**config.mk**
```make
export PLATFORM = sky130hd
export DESIGN_NAME = cast_top
export DESIGN_NICKNAME = d
export VERILOG_FILES = /design/src/cast_pkg.sv /design/src/cast_align.sv /design/src/cast_ctrl.sv /design/src/cast_normalize.sv /design/src/cast_round.sv /design/src/cast_top.sv
export VERILOG_INCLUDE_DIRS = /design/src /design/src/include
export SDC_FILE = /design/constraint.sdc
export NUM_CORES = 1
export LEC_CHECK = 0
export BUFFER_PORTS_ARGS = -buffer_cell sky130_fd_sc_hd__buf_2
export CAP_MARGIN = 0
export CORE_UTILIZATION = 40
export DETAILED_ROUTE_END_ITERATION = 8
export PLACE_DENSITY_LB_ADDON = 0.1
export SLEW_MARGIN = 20
export SYNTH_ARGS = -nofsm -noshare
export SYNTH_HDL_FRONTEND = slang
export SYNTH_SLANG_ARGS = --single-unit
```
**constraint.sdc**
```tcl
create_clock -name clk_i -period 31.8 [get_ports clk_i]
set_input_delay 1.59 -clock clk_i [delete_from_list [all_inputs] [get_ports clk_i]]
set_output_delay 1.59 -clock clk_i [all_outputs]
set_load 0.005 [all_outputs]
```
**src/include/cast_macros.svh**
```systemverilog
/* word, float field and internal exponent widths, bias and status width
   for the float/int conversion unit */
`ifndef CAST_MACROS_SVH
`define CAST_MACROS_SVH

// ------------------------------
// operand and float format
// ------------------------------
`define CAST_WORD_W    32  // operand and result word
`define CAST_EXP_BITS  8   // single precision exponent field
`define CAST_MAN_BITS  23  // single precision fraction field
`define CAST_BIAS      127

// ------------------------------
// internal datapath
// ------------------------------
`define CAST_IEXP_W    10  // signed unbiased exponent, covers -151..+158
`define CAST_STATUS_W  5   // NV DZ OF UF NX

`endif

```
**src/cast_pkg.sv**
```systemverilog
/* vector typedefs and operation / rounding-mode enums for the conversion unit */
`include "cast_macros.svh"

package cast_pkg;

  // ------------------------------
  // datapath vectors
  // ------------------------------
  typedef logic        [`CAST_WORD_W-1:0]   word_t;   // operand or result
  typedef logic signed [`CAST_IEXP_W-1:0]   exp_t;    // unbiased exponent
  typedef logic        [`CAST_WORD_W-1:0]   mant_t;   // leading one at msb
  typedef logic        [1:0]                rs_t;     // {round, sticky}
  typedef logic        [`CAST_STATUS_W-1:0] status_t; // NV DZ OF UF NX, msb first

  // ------------------------------
  // control encodings
  // ------------------------------
  typedef enum logic {
    OP_F2I = 1'b0, // float to int
    OP_I2F = 1'b1  // int to float
  } cast_op_e;

  typedef enum logic [2:0] {
    RNE = 3'd0, // nearest, ties to even
    RTZ = 3'd1, // toward zero
    RDN = 3'd2, // toward -inf
    RUP = 3'd3, // toward +inf
    RMM = 3'd4  // nearest, ties away
  } rnd_mode_e;

endpackage

```
**src/cast_align.sv**
```systemverilog
/* cast_align: exponent rebias, mantissa shift to destination position,
   round/sticky extraction and integer overflow detection */
`timescale 1ns/1ns
`include "cast_macros.svh"

module cast_align import cast_pkg::*; (
  input  logic  sign_i,
  input  exp_t  exp_i,
  input  mant_t mant_i,
  input  logic  f2i_i,
  input  logic  op_mod_i,
  output word_t abs_o,   // magnitude before rounding
  output rs_t   rs_o,
  output logic  of_o     // integer out of range
);

  localparam int unsigned PRE_W      = 2 * `CAST_WORD_W + 1;
  localparam int unsigned SHAMT_W    = $clog2(`CAST_WORD_W) + 1;
  localparam int unsigned INT_STICKY = `CAST_WORD_W;                        // below int and R
  localparam int unsigned FP_STICKY  = 2 * `CAST_WORD_W - `CAST_MAN_BITS - 1; // below frac and R

  logic [PRE_W-1:0]          preshift, shifted;
  logic [SHAMT_W-1:0]        shamt;
  logic                      min_int;  // exactly -2^31 into signed
  logic                      int_of;
  word_t                     final_int;
  logic [`CAST_MAN_BITS-1:0] final_frac;
  rs_t                       int_rs, fp_rs;
  exp_t                      biased_exp;

  assign min_int = sign_i & ~op_mod_i & (exp_i == exp_t'(`CAST_WORD_W - 1)) &
                   (mant_i == {1'b1, {(`CAST_WORD_W-1){1'b0}}});

  // unsigned range one bit wider
  assign int_of = f2i_i & ~min_int &
                  (exp_i >= exp_t'(`CAST_WORD_W - 1) + exp_t'(op_mod_i));

  // ------------------------------
  // shift amount
  // ------------------------------
  always_comb begin
    shamt = '0; // i2f keeps the mantissa where it is
    if (f2i_i) begin
      if (int_of) begin
        shamt = '0;
      end else if (exp_i < exp_t'(-1)) begin
        shamt = SHAMT_W'(`CAST_WORD_W + 1);             // everything into sticky
      end else begin
        shamt = SHAMT_W'(exp_t'(`CAST_WORD_W - 1) - exp_i); // binary point to bit 0
      end
    end
  end

  assign preshift = {mant_i, {(PRE_W-`CAST_WORD_W){1'b0}}};
  assign shifted  = preshift >> shamt;

  // integer part plus round bit, rest collapses to sticky
  assign {final_int, int_rs[1]} = shifted[PRE_W-1 -: `CAST_WORD_W+1];
  assign int_rs[0]              = |shifted[INT_STICKY-1:0];

  // hidden bit dropped for the float fraction
  assign {final_frac, fp_rs[1]} = shifted[PRE_W-2 -: `CAST_MAN_BITS+1];
  assign fp_rs[0]               = |shifted[FP_STICKY-1:0];

  assign biased_exp = exp_i + exp_t'(`CAST_BIAS); // never above 158 here

  assign abs_o = f2i_i ? final_int : {1'b0, biased_exp[`CAST_EXP_BITS-1:0], final_frac};
  assign rs_o  = f2i_i ? int_rs : fp_rs;
  assign of_o  = int_of;

endmodule

```
**src/cast_ctrl.sv**
```systemverilog
/* cast_ctrl: valid/ready handshake, op decode, output register stage */
`timescale 1ns/1ns

module cast_ctrl import cast_pkg::*; (
  input  logic     clk_i,
  input  logic     rst_i,
  // upstream
  input  logic     in_valid_i,
  output logic     in_ready_o,
  input  cast_op_e op_i,
  output logic     f2i_o,       // datapath direction select
  // from datapath
  input  word_t    result_i,
  input  status_t  status_i,
  // downstream
  output logic     out_valid_o,
  input  logic     out_ready_i,
  output word_t    result_o,
  output status_t  status_o
);

  logic accept; // beat taken this cycle

  assign f2i_o = (op_i == OP_F2I);

  // stage free when empty or draining this cycle
  assign in_ready_o = out_ready_i | ~out_valid_o;
  assign accept     = in_valid_i & in_ready_o;

  // ------------------------------
  // output register
  // ------------------------------
  always_ff @(posedge clk_i) begin
    if (rst_i) begin
      out_valid_o <= 1'b0;
      result_o    <= '0;
      status_o    <= '0;
    end else if (accept) begin
      out_valid_o <= 1'b1;     // new beat replaces any leaving one
      result_o    <= result_i;
      status_o    <= status_i;
    end else if (out_ready_i) begin
      out_valid_o <= 1'b0;     // drained, nothing behind it
    end
  end

endmodule

```
**src/cast_normalize.sv**
```systemverilog
/* cast_normalize: float unpack/classify or integer magnitude,
   then leading-zero normalization and unbiased exponent */
`timescale 1ns/1ns
`include "cast_macros.svh"

module cast_normalize import cast_pkg::*; (
  input  word_t operand_i,
  input  logic  f2i_i,
  input  logic  op_mod_i,   // unsigned integer when high
  output logic  sign_o,
  output exp_t  exp_o,
  output mant_t mant_o,
  output logic  is_zero_o,
  output logic  is_inf_o,
  output logic  is_nan_o,
  output logic  is_snan_o
);

  localparam int unsigned LZC_W = $clog2(`CAST_WORD_W) + 1; // counts 0..32

  logic [`CAST_EXP_BITS-1:0] exp_field;
  logic [`CAST_MAN_BITS-1:0] frac_field;
  logic                      exp_zero, exp_ones, frac_zero;
  logic                      is_normal, is_subnormal;
  logic                      int_sign;
  word_t                     int_mag;
  mant_t                     enc_mant;  // before normalization
  logic [LZC_W-1:0]          lzc;
  exp_t                      fp_exp, int_exp;

  // ------------------------------
  // float classification
  // ------------------------------
  assign exp_field  = operand_i[`CAST_WORD_W-2 -: `CAST_EXP_BITS];
  assign frac_field = operand_i[`CAST_MAN_BITS-1:0];
  assign exp_zero   = (exp_field == '0);
  assign exp_ones   = (exp_field == '1);
  assign frac_zero  = (frac_field == '0);

  assign is_normal    = ~exp_zero & ~exp_ones;
  assign is_subnormal = exp_zero & ~frac_zero;

  assign is_inf_o  = f2i_i & exp_ones & frac_zero;
  assign is_nan_o  = f2i_i & exp_ones & ~frac_zero;
  assign is_snan_o = is_nan_o & ~frac_field[`CAST_MAN_BITS-1]; // quiet bit clear
  assign is_zero_o = f2i_i ? (exp_zero & frac_zero) : (int_mag == '0);

  // ------------------------------
  // integer source
  // ------------------------------
  assign int_sign = operand_i[`CAST_WORD_W-1] & ~op_mod_i; // unsigned never negative
  assign int_mag  = int_sign ? word_t'(-operand_i) : operand_i;

  // hidden bit joins the fraction, zero padded on top
  assign enc_mant = f2i_i ? mant_t'({is_normal, frac_field}) : int_mag;

  // leading zero count, highest set bit wins
  always_comb begin
    lzc = LZC_W'(`CAST_WORD_W);
    for (int i = 0; i < `CAST_WORD_W; i++) begin
      if (enc_mant[i]) lzc = LZC_W'(`CAST_WORD_W - 1 - i);
    end
  end

  assign mant_o = enc_mant << lzc;

  // subnormals use exponent 1, pad offset undoes the top zeros
  assign fp_exp  = exp_t'(exp_field) + exp_t'(is_subnormal) - exp_t'(`CAST_BIAS)
                   - exp_t'(lzc) + exp_t'(`CAST_WORD_W - 1 - `CAST_MAN_BITS);
  assign int_exp = exp_t'(`CAST_WORD_W - 1) - exp_t'(lzc);

  assign exp_o  = f2i_i ? fp_exp : int_exp;
  assign sign_o = f2i_i ? operand_i[`CAST_WORD_W-1] : int_sign;

endmodule

```
**src/cast_round.sv**
```systemverilog
/* cast_round: rounding by mode, sign application, integer special
   results and status flags */
`timescale 1ns/1ns
`include "cast_macros.svh"

module cast_round import cast_pkg::*; (
  input  word_t     abs_i,
  input  rs_t       rs_i,
  input  logic      sign_i,
  input  logic      of_i,
  input  logic      is_zero_i,
  input  logic      is_inf_i,
  input  logic      is_nan_i,
  input  logic      is_snan_i,
  input  logic      f2i_i,
  input  logic      op_mod_i,
  input  rnd_mode_e rnd_mode_i,
  output word_t     result_o,
  output status_t   status_o
);

  logic  rnd_bit, sticky, lsb;
  logic  round_up;
  word_t rounded_abs;
  word_t rounded_int;   // two's complement form
  logic  rounded_zero;
  logic  int_special;
  word_t special_int;
  word_t float_res;
  logic  nv, nx;

  assign {rnd_bit, sticky} = rs_i;
  assign lsb               = abs_i[0];

  // ------------------------------
  // rounding decision
  // ------------------------------
  always_comb begin
    case (rnd_mode_i)
      RNE:     round_up = rnd_bit & (sticky | lsb);    // tie goes to even
      RTZ:     round_up = 1'b0;
      RDN:     round_up = (rnd_bit | sticky) & sign_i;
      RUP:     round_up = (rnd_bit | sticky) & ~sign_i;
      RMM:     round_up = rnd_bit;                     // tie away from zero
      default: round_up = 1'b0;
    endcase
  end

  // float carry ripples into the exponent field
  assign rounded_abs = abs_i + word_t'(round_up);

  assign rounded_int  = sign_i ? word_t'(-rounded_abs) : rounded_abs;
  assign rounded_zero = (rounded_int == '0);

  // ------------------------------
  // integer special cases
  // ------------------------------
  assign int_special = is_nan_i | is_inf_i | of_i |
                       (sign_i & op_mod_i & ~rounded_zero); // negative into unsigned

  // positive saturation, inverted for negative non-NaN
  always_comb begin
    special_int = {op_mod_i, {(`CAST_WORD_W-1){1'b1}}};
    if (sign_i & ~is_nan_i) special_int = ~special_int;
  end

  // integer zero comes out as +0.0
  assign float_res = is_zero_i ? '0 : {sign_i, rounded_abs[`CAST_WORD_W-2:0]};

  // ------------------------------
  // result and flags
  // ------------------------------
  // a signalling NaN is always invalid
  assign nv = f2i_i & (int_special | is_snan_i);
  assign nx = |rs_i;

  always_comb begin
    if (f2i_i) begin
      result_o = int_special ? special_int : rounded_int;
    end else begin
      result_o = float_res;
    end
    status_o = {nv, 3'b000, nx & ~nv}; // DZ, OF, UF never raised
  end

endmodule

```
**src/cast_top.sv**
```systemverilog
/* cast_top: float/int conversion unit, control plus three-stage
   combinational datapath */
`timescale 1ns/1ns

module cast_top import cast_pkg::*; (
  input  logic      clk_i,
  input  logic      rst_i,
  input  logic      in_valid_i,
  output logic      in_ready_o,
  input  word_t     operand_i,
  input  cast_op_e  op_i,
  input  logic      op_mod_i,
  input  rnd_mode_e rnd_mode_i,
  output logic      out_valid_o,
  input  logic      out_ready_i,
  output word_t     result_o,
  output status_t   status_o
);

  logic    f2i;
  logic    sign;
  exp_t    exp_n;    // normalized exponent
  mant_t   mant_n;   // normalized mantissa
  logic    is_zero, is_inf, is_nan, is_snan;
  word_t   abs_val;
  rs_t     rs;
  logic    of;
  word_t   result_d;
  status_t status_d;

  cast_ctrl i_cast_ctrl (
    .clk_i       ( clk_i       ),
    .rst_i       ( rst_i       ),
    .in_valid_i  ( in_valid_i  ),
    .in_ready_o  ( in_ready_o  ),
    .op_i        ( op_i        ),
    .f2i_o       ( f2i         ),
    .result_i    ( result_d    ),
    .status_i    ( status_d    ),
    .out_valid_o ( out_valid_o ),
    .out_ready_i ( out_ready_i ),
    .result_o    ( result_o    ),
    .status_o    ( status_o    )
  );

  cast_normalize i_cast_normalize (
    .operand_i ( operand_i ),
    .f2i_i     ( f2i       ),
    .op_mod_i  ( op_mod_i  ),
    .sign_o    ( sign      ),
    .exp_o     ( exp_n     ),
    .mant_o    ( mant_n    ),
    .is_zero_o ( is_zero   ),
    .is_inf_o  ( is_inf    ),
    .is_nan_o  ( is_nan    ),
    .is_snan_o ( is_snan   )
  );

  cast_align i_cast_align (
    .sign_i   ( sign     ),
    .exp_i    ( exp_n    ),
    .mant_i   ( mant_n   ),
    .f2i_i    ( f2i      ),
    .op_mod_i ( op_mod_i ),
    .abs_o    ( abs_val  ),
    .rs_o     ( rs       ),
    .of_o     ( of       )
  );

  cast_round i_cast_round (
    .abs_i      ( abs_val    ),
    .rs_i       ( rs         ),
    .sign_i     ( sign       ),
    .of_i       ( of         ),
    .is_zero_i  ( is_zero    ),
    .is_inf_i   ( is_inf     ),
    .is_nan_i   ( is_nan     ),
    .is_snan_i  ( is_snan    ),
    .f2i_i      ( f2i        ),
    .op_mod_i   ( op_mod_i   ),
    .rnd_mode_i ( rnd_mode_i ),
    .result_o   ( result_d   ),
    .status_o   ( status_d   )
  );

endmodule

```
==> out/metrics.cfg <==
[global_routing]
overflow = 0
grt.met3_usage_pct = 3.97
grt_start_max_net_pins = 58
grt_antenna_before_repair = 0
track_usage_pct = 35.5
grt_first_pass_wirelength_um = 94800
grt.met1_usage_pct = 53.2
grt-busiest-layer = met1
grt.met2_usage_pct = 51.1
number_of_global_route_vias_before_repair = 15400

[clock_network]
cts-root-to-sink-buffers = 2
clk_transition_reported_paths_ps = 60
worst_skew_pair.late_latency_ps = 290
clock_sink_count = 35
cts_inserted_buffers = 5
post_cts_hold_buffer_count = 0
htree_num_levels = 2
post_cts_buffers = 0
clock_tree.root_cell = sky130_fd_sc_hd__clkbuf_16
tritoncts = done
postCtsResizedCells = 0

[synth]
ys_seq_area_share_pct = 5.23
syn_area_per_cell_um2 = 6.61
yosys_cell_types = 119
synth_edf_count = 0
postSynth.asyncResetShare_pct = 0
syn_inst = 2024
ys.warnings.count = 0
synth_top_flop_cell = sky130_fd_sc_hd__dfxtp_1
syn_area_um2 = 13400
ys_seq_elements = 35

[setup_path]
worst-setup-path-type = in2reg
worst_path_max_delay_cell = sky130_fd_sc_hd__nor2_1
timing.critical_path.buf_inv = 5
critical_path_arrival_ps = 18790
worst-endpoint-required_ps = 32000
critPathMaxFanout = 32
worst_path_dominant_cell_family = simple AND/OR/NAND/NOR gates
r2r_cells = 6
crit_path_max_incr_delay_ps = 870
timing.rr.end = i_cast_ctrl.result_o[18]$_SDFFE_PP0P_
timing.reg2reg.setup_slack_ps = 30110
r2r_start = i_cast_ctrl.out_valid_o$_SDFFE_PP0P_
timing.critical_path.from_type = input port
endpoint_kind = register

[placement]
post_dp_cell_area_um2 = 13800
place_congestion = 1.06
hpwlAfterDp_um = 48300
place.port_buffers = 76

[layout]
n_fill_cell = 3564
final_net_count = 2052
finalInstanceArea_um2 = 14000
drive_gt1_share_pct = 11.5
flow.area_growth_from_synthesis_pct = 4.29
num_antenna_cells = 0

[timing]
slew_headroom_pct = 18.9
final_period_minus_worst_setup_slack_ps = 18590
clock.fmax_mhz = 53.8
finClkSkew_ps = 6.85
final-hold-violation-count = 0
tns_ps = 0
timing.final.max_slew_violations = 0
final-setup-viol-count = 0
unrepaired_setup_endpoints_after_global_routing = false
min_period_over_period_pct = 58.5
worst-slew-pin-transition_ps = 1220

[power]
netSwitchingFraction_pct = 62.3
internal_power_w = 0.000262
power.static_leakage_nw = 4.90
switching_power_w = 0.000433
p_seq_share_pct = 7.6
power.ir.vdd_worst_uv = 45.2
clk_pwr_share_pct = 6.8
combinationalPowerShare_pct = 85.6
p_per_area_nw_per_um2 = 49.8

[detailed_routing]
postRouteAntennaNets = 0
viasPerCell = 7.12
drt_pre_antenna_iters = 7
drt_first_iter_violations = 2418
finalWirelength_um = 62300
remaining_drc_errors = 0
post_drt_wl_per_cell_um = 25.7
vias = 17300

[flow_run]
max-cap-violations = 0

[die]
die_height_um = 185
dieWidth_um = 185
std_cell_rows = 66
die_area_um2 = 34200
design.portCount = 80
initial_utilization_pct = 40.9
core_um2 = 32700

[hold_path]
hold_path_depth = 2
worstHoldStart = i_cast_ctrl.status_o[0]$_SDFFE_PP0P_
holdCritPathClass = reg2reg
hold_end = i_cast_ctrl.status_o[0]$_SDFFE_PP0P_

[run_status]
run_status = finished, final reports clean

power groups by stage:
stage | clock network, W | logic, W | registers, W
floorplan | 0 | 0.000398 | 0.0000537
global route | 0.0000500 | 0.000629 | 0.0000532
global placement | 0 | 0.000574 | 0.0000535
detailed placement | 0 | 0.000567 | 0.0000533
CTS | 0.0000483 | 0.000570 | 0.0000526
finish | 0.0000474 | 0.000595 | 0.0000527
sequential cells by signal (all words and copies together) (netlist names):
| name | count |
|---|---|
| i_cast_ctrl.result_o | 32 |
| i_cast_ctrl.status_o | 2 |
| i_cast_ctrl.out_valid_o | 1 |
cells in the final DEF (no fill, tap or decap), types with 42 or more instances in the layout:
master,n
sky130_fd_sc_hd__nor2_1,231
sky130_fd_sc_hd__nand2_1,183
sky130_fd_sc_hd__a21oi_1,119
sky130_fd_sc_hd__o21ai_0,100
sky130_fd_sc_hd__nor3_1,84
sky130_fd_sc_hd__buf_2,76
sky130_fd_sc_hd__nand3_1,64
sky130_fd_sc_hd__xnor2_1,56
sky130_fd_sc_hd__a211oi_1,54
sky130_fd_sc_hd__o211ai_1,54
sky130_fd_sc_hd__a31oi_1,42
cell families after synthesis:
group | count (synthesis) | share of synthesized area [%]
AND/OR/NAND/NOR | 836 | 31.7
AO/OA/AOI/OAI | 778 | 42.9
buffers and inverters | 197 | 6.75
XOR/XNOR | 84 | 5.50
multiplexers | 64 | 5.09
flip-flops | 35 | 5.23
adder cells (fa/ha/maj) | 29 | 2.77
other | 1 | 0.0280
layout make-up:
cell class,count,area (µm²),area share (%)
clock inverters,1,5.00,0.0359
clock buffers,7,133,0.950
well taps,442,553,3.96
flip-flops and latches,35,701,5.02
multi-input cells,1794,11800,84.6
repair buffers,106,606,4.34
inverters,40,150,1.08
stage by stage:
step / total power (W) / worst slack [ps] / util, % / hold WS (ps) / instances
floorplan: 0.000452 / 17310 / - / 448 / 2026
detailed placement: 0.000620 / 13400 / 42.3 / 449 / 2417
finish: 0.000696 / 13210 / 42.7 / 452 / 2425
global route: 0.000733 / 12100 / 42.7 / 476 / 2425
CTS: 0.000671 / 13610 / 42.7 / 459 / 2425
global placement: 0.000627 / 13410 / 42.3 / 444 / 2417
routing by layer:
layer,part of all wire (%),routed length (µm)
met1,46,28400
met2,41,25500
met3,9.6,5980
met4,3.9,2420
met5,0,0
Yosys cell counts (all sizes together), types with 21 or more instances:
| master | number | share of area (%) |
|---|---|---|
| mux2 | 21 | 1.8 |
| o21ai | 127 | 4.9 |
| or3 | 34 | 1.6 |
| a221oi | 25 | 1.7 |
| nand2b | 26 | 1.2 |
| inv | 40 | 1.1 |
| nor4 | 45 | 2.6 |
| a211oi | 59 | 3.5 |
| a21o | 24 | 1.3 |
| a31oi | 44 | 2.1 |
| a21oi | 122 | 4.8 |
| nor3 | 91 | 3.7 |
| a22oi | 30 | 1.7 |
| clkbuf | 98 | 2.8 |
| nand4 | 35 | 1.7 |
| xor2 | 28 | 1.8 |
| nor2 | 231 | 6.5 |
| o31ai | 23 | 1.4 |
| dfxtp | 35 | 5.2 |
| o211ai | 55 | 3.1 |
| xnor2 | 56 | 3.7 |
| ha | 28 | 2.6 |
| nand2 | 184 | 5.2 |
| mux2i | 43 | 3.3 |
| o22ai | 28 | 1.4 |
| buf | 59 | 2.9 |
| and2 | 24 | 1.1 |
| nand3 | 66 | 2.5 |
worst min-delay path: cells and delay by family (launching register included):
family             cells  cell delay [ps]
DFF                    1              300
and+or+nand+nor        1               50
AOI/OAI and AO/OA      1               50
worst max path at each step:
stage                     depth (start not counted)          from  slack, ps                                   end
final                                            55  operand_i[0]      13210  i_cast_ctrl.result_o[3]$_SDFFE_PP0P_
after global routing                             55  operand_i[0]      12100  i_cast_ctrl.result_o[3]$_SDFFE_PP0P_
after CTS                                        53          op_i      13610  i_cast_ctrl.result_o[3]$_SDFFE_PP0P_
after detailed placement                         53          op_i      13400  i_cast_ctrl.result_o[3]$_SDFFE_PP0P_
after global placement                           53          op_i      13410  i_cast_ctrl.result_o[3]$_SDFFE_PP0P_
after floorplan                                  64  operand_i[0]      17310  i_cast_ctrl.result_o[2]$_SDFFE_PP0P_
No activity file was read; power rests on OpenSTA's default activity.
